File: src/inlier_pkg.sv
`default_nettype none

package inlier_pkg;

    // input values are Q8.8, first-layer results Q16.16 and the compare value Q32.32
    localparam int single_w = 16;
    localparam int single_fbits = 8;
    localparam int double_w = 32;
    localparam int double_fbits = 16;
    localparam int quad_w = 64;

    typedef logic signed [single_w-1:0] single_t;
    typedef logic signed [double_w-1:0] double_t;
    typedef logic signed [quad_w-1:0] quad_t;

    typedef struct packed {
        single_t x;
        single_t y;
        single_t z;
    } vector3_s;

    // first-layer calculations, each one multiply-add on the small unit
    // the z terms come first so the x terms hold the finished sums
    typedef enum logic [2:0] {
        CALC_NULL,
        CALC_TT,
        CALC_NN_Z,
        CALC_NN_Y,
        CALC_NN_X,
        CALC_NP_Z,
        CALC_NP_Y,
        CALC_NP_X
    } calc_e;

    // selects one of the eight captured input values
    typedef enum logic [2:0] {T, D, NX, NY, NZ, PX, PY, PZ} input_e;

    typedef struct packed {
        single_t a;
        single_t b;
        double_t c;
        calc_e   tag;
    } small_req_s;

    // tag 0 marks the square of n.p - d and tag 1 the final compare value
    typedef struct packed {
        double_t a;
        double_t b;
        quad_t   c;
        logic    tag;
    } large_req_s;

    typedef enum logic [2:0] {IDLE, FIRST_LAYER, SQUARE, FINAL, DONE} seq_state_e;

endpackage

`default_nettype wire

File: src/fixed_fma.sv
`timescale 1ns/1ps
`default_nettype none

// signed multiply-add r = a*b + c with a fixed number of pipeline stages
// a new operation can enter on every cycle and results leave in issue order
module fixed_fma #(
    parameter int width = 16,
    parameter int latency = 3
) (
    input  wire logic                     clock,
    input  wire logic                     rst,
    input  wire logic                     in_valid,
    input  wire logic signed [width-1:0]  a,
    input  wire logic signed [width-1:0]  b,
    input  wire logic signed [2*width-1:0] c,
    input  wire logic [2:0]               in_tag,
    output logic                          out_valid,
    output logic signed [2*width-1:0]     result,
    output logic [2:0]                    out_tag
);

    localparam int rw = 2 * width;

    logic signed [rw-1:0] product_sum;
    logic [latency-1:0]   valid_pipe;
    logic signed [rw-1:0] result_pipe [latency];
    logic [2:0]           tag_pipe [latency];

    // operands are sign extended to the result width, so the sum wraps at 2*width bits
    always_comb begin
        product_sum = a * b + c;
    end

    // the valid bits are the only control state in the pipe
    always_ff @(posedge clock) begin
        if (rst) begin
            valid_pipe <= '0;
        end else begin
            valid_pipe[0] <= in_valid;
            for (int i = 1; i < latency; i++) begin
                valid_pipe[i] <= valid_pipe[i-1];
            end
        end
    end

    // result and tag march alongside their valid bit
    always_ff @(posedge clock) begin
        result_pipe[0] <= product_sum;
        tag_pipe[0] <= in_tag;
        for (int i = 1; i < latency; i++) begin
            result_pipe[i] <= result_pipe[i-1];
            tag_pipe[i] <= tag_pipe[i-1];
        end
    end

    assign out_valid = valid_pipe[latency-1];
    assign result = result_pipe[latency-1];
    assign out_tag = tag_pipe[latency-1];

endmodule

`default_nettype wire

File: src/operand_capture.sv
`timescale 1ns/1ps
`default_nettype none

// holds the captured inputs and the constant table of first-layer calculations
// the scheduler names a calculation and gets back its operands and dependency
module operand_capture
    import inlier_pkg::*;
(
    input  wire logic     clock,
    input  wire logic     load,
    input  wire vector3_s n,
    input  wire vector3_s p,
    input  wire single_t  d,
    input  wire single_t  t,
    input  wire calc_e    calc,
    output single_t       a,
    output single_t       b,
    output calc_e         dep,
    output logic          c_is_neg_d,
    output double_t       neg_d
);

    single_t captured [8];
    input_e  sel_a;
    input_e  sel_b;

    // the sequencer raises load on every idle cycle, so the last idle cycle wins
    always_ff @(posedge clock) begin
        if (load) begin
            captured[T] <= t;
            captured[D] <= d;
            captured[NX] <= n.x;
            captured[NY] <= n.y;
            captured[NZ] <= n.z;
            captured[PX] <= p.x;
            captured[PY] <= p.y;
            captured[PZ] <= p.z;
        end
    end

    // each dot product is a chain z then y then x, every step adding the one before
    always_comb begin
        c_is_neg_d = 1'b0;
        case (calc)
            CALC_TT:   begin sel_a = T;  sel_b = T;  dep = CALC_NULL; end
            CALC_NN_Z: begin sel_a = NZ; sel_b = NZ; dep = CALC_NULL; end
            CALC_NN_Y: begin sel_a = NY; sel_b = NY; dep = CALC_NN_Z; end
            CALC_NN_X: begin sel_a = NX; sel_b = NX; dep = CALC_NN_Y; end
            CALC_NP_Y: begin sel_a = NY; sel_b = PY; dep = CALC_NP_Z; end
            CALC_NP_X: begin sel_a = NX; sel_b = PX; dep = CALC_NP_Y; end
            CALC_NP_Z: begin
                sel_a = NZ;
                sel_b = PZ;
                dep = CALC_NULL;
                // the plane offset enters as the seed of the n.p chain
                c_is_neg_d = 1'b1;
            end
            default:   begin sel_a = T;  sel_b = T;  dep = CALC_NULL; end
        endcase
    end

    assign a = captured[sel_a];
    assign b = captured[sel_b];

    // d moves from Q8.8 to Q16.16 before it is negated
    assign neg_d = -(double_t'(captured[D]) <<< (double_fbits - single_fbits));

endmodule

`default_nettype wire

File: src/first_layer_scheduler.sv
`timescale 1ns/1ps
`default_nettype none

// runs the seven first-layer multiply-adds on the small unit
// a calculation may issue once the calculation it depends on has finished
module first_layer_scheduler
    import inlier_pkg::*;
(
    input  wire logic    clock,
    input  wire logic    rst,
    input  wire logic    start,
    output calc_e        calc,
    input  wire single_t a,
    input  wire single_t b,
    input  wire calc_e   dep,
    input  wire logic    c_is_neg_d,
    input  wire double_t neg_d,
    output logic         small_valid,
    output small_req_s   small_req,
    input  wire logic    small_done,
    input  wire double_t small_result,
    input  wire calc_e   small_tag,
    output logic         first_done,
    output double_t      tt,
    output double_t      nn,
    output double_t      npd
);

    typedef enum logic [1:0] {PENDING, RUNNING, FINISHED} calc_state_e;

    calc_state_e calc_state [1:7];
    double_t     results [1:7];
    calc_e       wait_on [1:7];
    logic [7:1]  blocked;
    logic        busy;

    logic [7:0]  done_vec;
    logic        found;
    logic        dep_ready;
    logic        retire;

    // index 0 stands for CALC_NULL, which counts as finished at all times
    always_comb begin
        done_vec[0] = 1'b1;
        for (int i = 1; i < 8; i++) begin
            done_vec[i] = (calc_state[i] == FINISHED);
        end
    end

    // probe the lowest pending calculation that is not known to be waiting
    // a calculation seen waiting remembers its dependency and is skipped until that finishes
    always_comb begin
        found = 1'b0;
        calc = CALC_NULL;
        for (int i = 7; i >= 1; i--) begin
            if (calc_state[i] == PENDING && (!blocked[i] || done_vec[wait_on[i]])) begin
                found = 1'b1;
                calc = calc_e'(i);
            end
        end
    end

    assign dep_ready = done_vec[dep];
    assign small_valid = busy && found && dep_ready;
    assign retire = small_done && (small_tag != CALC_NULL);

    // the addend is the running sum of the chain, or the seed when the chain starts here
    always_comb begin
        small_req.a = a;
        small_req.b = b;
        small_req.tag = calc;
        if (dep != CALC_NULL) begin
            small_req.c = results[dep];
        end else if (c_is_neg_d) begin
            small_req.c = neg_d;
        end else begin
            small_req.c = '0;
        end
    end

    always_ff @(posedge clock) begin
        if (rst || start) begin
            busy <= start && !rst;
            blocked <= '0;
            for (int i = 1; i < 8; i++) begin
                calc_state[i] <= PENDING;
            end
        end else if (busy) begin
            if (first_done) begin
                busy <= 1'b0;
            end
            if (found && !dep_ready) begin
                blocked[calc] <= 1'b1;
            end
            if (small_valid) begin
                calc_state[calc] <= RUNNING;
            end
            // issue and retire never touch the same calculation in one cycle
            if (retire) begin
                calc_state[small_tag] <= FINISHED;
            end
        end
    end

    always_ff @(posedge clock) begin
        if (found && !dep_ready) begin
            wait_on[calc] <= dep;
        end
        if (retire) begin
            results[small_tag] <= small_result;
        end
    end

    // all seven done while busy lasts exactly one cycle since busy drops with it
    assign first_done = busy && (&done_vec);

    assign tt = results[CALC_TT];
    assign nn = results[CALC_NN_X];
    assign npd = results[CALC_NP_X];

endmodule

`default_nettype wire

File: src/inlier_sequencer.sv
`timescale 1ns/1ps
`default_nettype none

// top-level control of one inlier check
// it accepts inputs while idle, waits for the first layer, runs the two
// large multiply-adds and holds the result until it is acknowledged
module inlier_sequencer
    import inlier_pkg::*;
(
    input  wire logic    clock,
    input  wire logic    rst,
    input  wire logic    ivalid,
    output logic         iready,
    output logic         ovalid,
    input  wire logic    oacknowledge,
    output logic         inlier,
    output logic         load,
    output logic         start,
    input  wire logic    first_done,
    input  wire double_t tt,
    input  wire double_t nn,
    input  wire double_t npd,
    output logic         large_valid,
    output large_req_s   large_req,
    input  wire logic    large_done,
    input  wire quad_t   large_result,
    input  wire logic    large_tag
)
;

    seq_state_e state;
    quad_t      square;
    logic       issue_square;
    logic       issue_final;
    logic       square_back;
    logic       final_back;

    assign iready = (state == IDLE);
    assign ovalid = (state == DONE);

    // inputs are sampled on every idle cycle, including the one that accepts them
    assign load = (state == IDLE);
    assign start = (state == IDLE) && ivalid;

    // the square goes out in the same cycle as first_done, when all sums are final
    assign issue_square = (state == FIRST_LAYER) && first_done;
    assign square_back = (state == SQUARE) && large_done && !large_tag;
    assign final_back = (state == FINAL) && large_done && large_tag;

    assign large_valid = issue_square || issue_final;

    // final step is tt*nn - npd^2, the square before that is npd*npd + 0
    always_comb begin
        large_req.tag = issue_final;
        if (issue_final) begin
            large_req.a = tt;
            large_req.b = nn;
            large_req.c = -square;
        end else begin
            large_req.a = npd;
            large_req.b = npd;
            large_req.c = '0;
        end
    end

    always_ff @(posedge clock) begin
        if (rst) begin
            state <= IDLE;
            issue_final <= 1'b0;
        end else begin
            // issue_final is a one-cycle pulse on entry to FINAL
            issue_final <= square_back;
            case (state)
                IDLE: begin
                    if (ivalid) begin
                        state <= FIRST_LAYER;
                    end
                end
                FIRST_LAYER: begin
                    if (first_done) begin
                        state <= SQUARE;
                    end
                end
                SQUARE: begin
                    if (square_back) begin
                        state <= FINAL;
                    end
                end
                FINAL: begin
                    if (final_back) begin
                        state <= DONE;
                    end
                end
                DONE: begin
                    if (oacknowledge) begin
                        state <= IDLE;
                    end
                end
                default: begin
                    state <= IDLE;
                end
            endcase
        end
    end

    // the point is an inlier when the compare value is not negative
    always_ff @(posedge clock) begin
        if (square_back) begin
            square <= large_result;
        end
        if (final_back) begin
            inlier <= !large_result[quad_w-1];
        end
    end

endmodule

`default_nettype wire

File: src/check_inlier.sv
`timescale 1ns/1ps
`default_nettype none

// slab test for a point p against the plane n.p = d with half-width t
// inlier is set when t*t*(n.n) - (n.p - d)^2 is not negative
module check_inlier
    import inlier_pkg::*;
#(
    parameter int small_latency = 3,
    parameter int large_latency = 4
) (
    input  wire logic     clock,
    input  wire logic     rst,
    input  wire logic     ivalid,
    output logic          iready,
    input  wire vector3_s n,
    input  wire vector3_s p,
    input  wire single_t  d,
    input  wire single_t  t,
    output logic          ovalid,
    input  wire logic     oacknowledge,
    output logic          inlier
);

    logic       load;
    logic       start;
    logic       first_done;
    calc_e      calc;
    single_t    op_a;
    single_t    op_b;
    calc_e      dep;
    logic       c_is_neg_d;
    double_t    neg_d;
    logic       small_valid;
    small_req_s small_req;
    logic       small_done;
    double_t    small_result;
    logic [2:0] small_tag_bits;
    double_t    tt;
    double_t    nn;
    double_t    npd;
    logic       large_valid;
    large_req_s large_req;
    logic       large_done;
    quad_t      large_result;
    logic [2:0] large_tag_bits;

    operand_capture u_operand_capture (
        .clock      (clock),
        .load       (load),
        .n          (n),
        .p          (p),
        .d          (d),
        .t          (t),
        .calc       (calc),
        .a          (op_a),
        .b          (op_b),
        .dep        (dep),
        .c_is_neg_d (c_is_neg_d),
        .neg_d      (neg_d)
    );

    first_layer_scheduler u_first_layer_scheduler (
        .clock        (clock),
        .rst          (rst),
        .start        (start),
        .calc         (calc),
        .a            (op_a),
        .b            (op_b),
        .dep          (dep),
        .c_is_neg_d   (c_is_neg_d),
        .neg_d        (neg_d),
        .small_valid  (small_valid),
        .small_req    (small_req),
        .small_done   (small_done),
        .small_result (small_result),
        .small_tag    (calc_e'(small_tag_bits)),
        .first_done   (first_done),
        .tt           (tt),
        .nn           (nn),
        .npd          (npd)
    );

    inlier_sequencer u_inlier_sequencer (
        .clock        (clock),
        .rst          (rst),
        .ivalid       (ivalid),
        .iready       (iready),
        .ovalid       (ovalid),
        .oacknowledge (oacknowledge),
        .inlier       (inlier),
        .load         (load),
        .start        (start),
        .first_done   (first_done),
        .tt           (tt),
        .nn           (nn),
        .npd          (npd),
        .large_valid  (large_valid),
        .large_req    (large_req),
        .large_done   (large_done),
        .large_result (large_result),
        .large_tag    (large_tag_bits[0])
    );

    // Q8.8 by Q8.8 products land in Q16.16
    fixed_fma #(
        .width   (single_w),
        .latency (small_latency)
    ) small_fma (
        .clock     (clock),
        .rst       (rst),
        .in_valid  (small_valid),
        .a         (small_req.a),
        .b         (small_req.b),
        .c         (small_req.c),
        .in_tag    (small_req.tag),
        .out_valid (small_done),
        .result    (small_result),
        .out_tag   (small_tag_bits)
    );

    // Q16.16 by Q16.16 products land in Q32.32, only the low tag bit is in use
    fixed_fma #(
        .width   (double_w),
        .latency (large_latency)
    ) large_fma (
        .clock     (clock),
        .rst       (rst),
        .in_valid  (large_valid),
        .a         (large_req.a),
        .b         (large_req.b),
        .c         (large_req.c),
        .in_tag    ({2'b00, large_req.tag}),
        .out_valid (large_done),
        .result    (large_result),
        .out_tag   (large_tag_bits)
    );

endmodule

`default_nettype wire

File: config.mk
export PLATFORM = sky130hd
export DESIGN_NAME = check_inlier
export DESIGN_NICKNAME = d
export VERILOG_FILES = /design/src/inlier_pkg.sv /design/src/fixed_fma.sv /design/src/operand_capture.sv /design/src/first_layer_scheduler.sv /design/src/inlier_sequencer.sv /design/src/check_inlier.sv
export SDC_FILE = /design/constraint.sdc
export NUM_CORES = 2
export LEC_CHECK = 0
export BUFFER_PORTS_ARGS = -buffer_cell sky130_fd_sc_hd__buf_4
export CORE_ASPECT_RATIO = 0.7
export CORE_MARGIN = 2
export CORE_UTILIZATION = 53
export CTS_BUF_LIST = sky130_fd_sc_hd__clkbuf_16
export DETAILED_ROUTE_END_ITERATION = 16
export GPL_TIMING_DRIVEN = 1
export PLACE_DENSITY = 0.71
export SLEW_MARGIN = 20
export SYNTH_ARGS = -nofsm -noshare
export SYNTH_HDL_FRONTEND = slang
export SYNTH_HIERARCHICAL = 1
export SYNTH_SLANG_ARGS = --single-unit
File: constraint.sdc
create_clock -name clock -period 11 [get_ports clock]
set_input_delay 0 -clock clock [delete_from_list [all_inputs] [get_ports clock]]
set_output_delay 0 -clock clock [all_outputs]
set_load 0.05 [all_outputs]
==> reports/results.tsv <==
stage	metric	value	unit
clock_network	root_buffer	clkbuf_16	
pwr	clockPowerShare	13.1	%
final_layout	final_util	58.26	%
pwr	p_int	0.01172	W
global_routing	gr-usage-met2	41.22	%
sta	slew_headroom	26.23	%
worst_hold_path	min_from	p[44]	
clock_network	cts_sinks	836	
clock_network	clockBufferDepth	3	
final_layout	final_area	0.08787	mm²
final_layout	finalNetCount	9766	
clock_network	clock_latency	670	ps
clock_network	cts_resized	0	
worst_hold_path	hp-class	primary input to flip-flop	
global_routing	grt-ovfl-total	0	
sta	finalCritPeriodShare	94.47	%
sta	tns	0	ps
run_status	status	complete, no violations	
synth	syn_area	0.08070	mm²
sta	drv_slew	0	
sta	fmax	96.23	MHz
sta	finalSetupViolCount	0	
pwr	leakagePower	40.30	nW
pwr	cellPowerDensity	238.5	mW/mm²
die	die_w	470.4	µm
final_layout	syn_to_final_growth	8.882	%
die	die_area	0.1555	mm²
die	core.rowCount	119	
final_layout	drive_above_1_share	7.528	%
place	place_hpwl	165.6	mm
clock_network	clkSlewWorstSetupHoldPaths	70	ps
final_layout	final_cell_mix	inv_1, fa_1, nand2_1, and2_1, edfxtp_1	
clock_network	cts_tree	yes	
global_routing	grt_use_met3	7.945	%
setup_path	critPathMaxStageDelay	710	ps
clock_network	h-tree-depth	3	
sta	fin_worst_skew	24.27	ps
setup_path	cpMostUsedCell	fa_1	
worst_hold_path	min_to	u_operand_capture/captured[5][12]$_DFFE_PP_	
setup_path	crit_path_start_kind	flip-flop	
setup_path	r2r-start	u_first_layer_scheduler/calc_state[2][1]$_SDFFE_PP1P_	
die	pin_count	135	
global_routing	grt_pass1_wl	330.7	mm
global_routing	top_usage_layer	met2	
routing	drt_pass1_iterations	7	
pwr	p_sw_share	44.06	%
routing	via_per_inst	5.449	
synth	avgSynthCellArea	10.48	µm²
sta	tightest_slew	1104	ps
die	die_y	330.5	µm
final_layout	mostFrequentLayoutCell	inv_1	
global_routing	grt_usage	27.69	%
global_routing	grtUsageMet1	40.08	%
synth	syn_inst	7704	
synth	yosysWarnings	6	
sta	rsz0062_at_grt	no	
sta	report.final.hold_viol_count	0	
routing	drt_iter0_markers	4809	
global_routing	antenna_found_initial	8	
setup_path	cp.arrival	10970	ps
flow_run	drv_cap	0	
sta	post-route-min-period	10390	ps
setup_path	rr_endpoint	small_fma/result_pipe[0][31]$_DFF_P_	
routing	drc	0	
setup_path	rr_worst_depth	32	
place	placed_area	0.08393	mm²
die	initial_utilization	53.51	%
setup_path	crit_fanout	53	
setup_path	worstPathRequired	11580	ps
die	core_area	0.1508	mm²
setup_path	cp_slowest_cell	fa_1	
setup_path	endpoint_kind	flip-flop	
pwr	power_frac_seq	19.3	%
routing	routed_wirelength	206.7	mm
pwr	p_switching	0.009235	W
worst_hold_path	whs_path_depth	2	
place	gp_congestion	0.9588	
clock_network	numCtsBuffers	75	
pwr	combPwrFrac	67.5	%
routing	vias	53830	
routing	antenna_left	0	
setup_path	worst-setup-path-type	flip-flop to flip-flop	
global_routing	grt_max_degree	86	
setup_path	crit_family	adder cells	
setup_path	path_buf_inv	7	
setup_path	reg2reg_slack	610	ps
place	port_buffers	134	
routing	wire_per_inst	20.92	µm
global_routing	grt_pass1_vias	57440	
pwr	irDropWorstVdd	0.001130	V
[power groups by stage]
stage	logic [W]	registers (W)	clock network [W]
after floorplan	0.0114	0.00399	0
after global placement	0.0136	0.00410	0
after detailed placement	0.0140	0.00411	0
after CTS	0.0141	0.00405	0.00279
after global routing	0.0162	0.00408	0.00292
final	0.0142	0.00405	0.00276
[flip-flops by register name, summed over array words and instances (netlist names)]
register,cells
large_fma/result_pipe,256
u_first_layer_scheduler/results,224
u_operand_capture/captured,128
small_fma/result_pipe,96
u_inlier_sequencer/square,64
u_first_layer_scheduler/wait_on,21
u_first_layer_scheduler/calc_state,14
small_fma/tag_pipe,9
u_first_layer_scheduler/blocked,7
large_fma/tag_pipe,4
large_fma/valid_pipe,4
small_fma/valid_pipe,3
u_inlier_sequencer/state,3
u_first_layer_scheduler/busy,1
u_inlier_sequencer/inlier,1
u_inlier_sequencer/issue_final,1
[area by class of cell]
type                       instances  area, µm²
multi-input combinational       4829      51740
inverter                        1618       6090
fill                           12510      62960
antenna                            6      15.01
clock buffer                      78       1952
tap                             1996       2497
sequential                       836      21120
clock inverter                    62      653.1
timing repair buffer             454       3802
[metrics by stage]
| stage | cells | setup WS [ps] | hold slack (ps) | total power (W) |
|---|---|---|---|---|
| 2_1_floorplan | 7711 | 1588 | 71.61 | 0.01544 |
| 3_3_place_gp | 9602 | 898.8 | 179.5 | 0.01770 |
| 3_5_place_dp | 9602 | 854.6 | 179.2 | 0.01814 |
| 4_1_cts | 9873 | 796.8 | 11.40 | 0.02096 |
| 5_1_grt | 9876 | 129.4 | 40.19 | 0.02319 |
| 6_report | 9879 | 607.8 | 55.74 | 0.02096 |
[timing repair]
action / in CTS / in global routing
hold buffers: 131 / 0
setup buffers: 0 / 0
hold endpoints to repair: 140 / 0
[how the worst max path moves through the flow]
stage	from	to	slack (ps)	depth (start not counted)
CTS	u_first_layer_scheduler/calc_state[2][1]$_SDFFE_PP1P_	small_fma/result_pipe[0][31]$_DFF_P_	800	31
global route	u_first_layer_scheduler/calc_state[2][1]$_SDFFE_PP1P_	small_fma/result_pipe[0][31]$_DFF_P_	130	32
finish	u_first_layer_scheduler/calc_state[2][1]$_SDFFE_PP1P_	small_fma/result_pipe[0][31]$_DFF_P_	610	32
floorplan	u_inlier_sequencer/issue_final$_SDFF_PP0_	large_fma/result_pipe[0][63]$_DFF_P_	1590	31
detailed placement	u_first_layer_scheduler/calc_state[2][1]$_SDFFE_PP1P_	small_fma/result_pipe[0][31]$_DFF_P_	850	31
global placement	u_inlier_sequencer/square[12]$_DFFE_PP_	large_fma/result_pipe[0][63]$_DFF_P_	900	29
[per-layer routing]
metal,share of wire (%),vias up,wire [µm]
met1,43,27570,89230
met4,2.5,6,5214
met3,11,262,22940
met5,0.017,-,35
met2,43,2273,89250
li1,-,23720,-
Note: power is estimated with default switching activity, not from simulation.
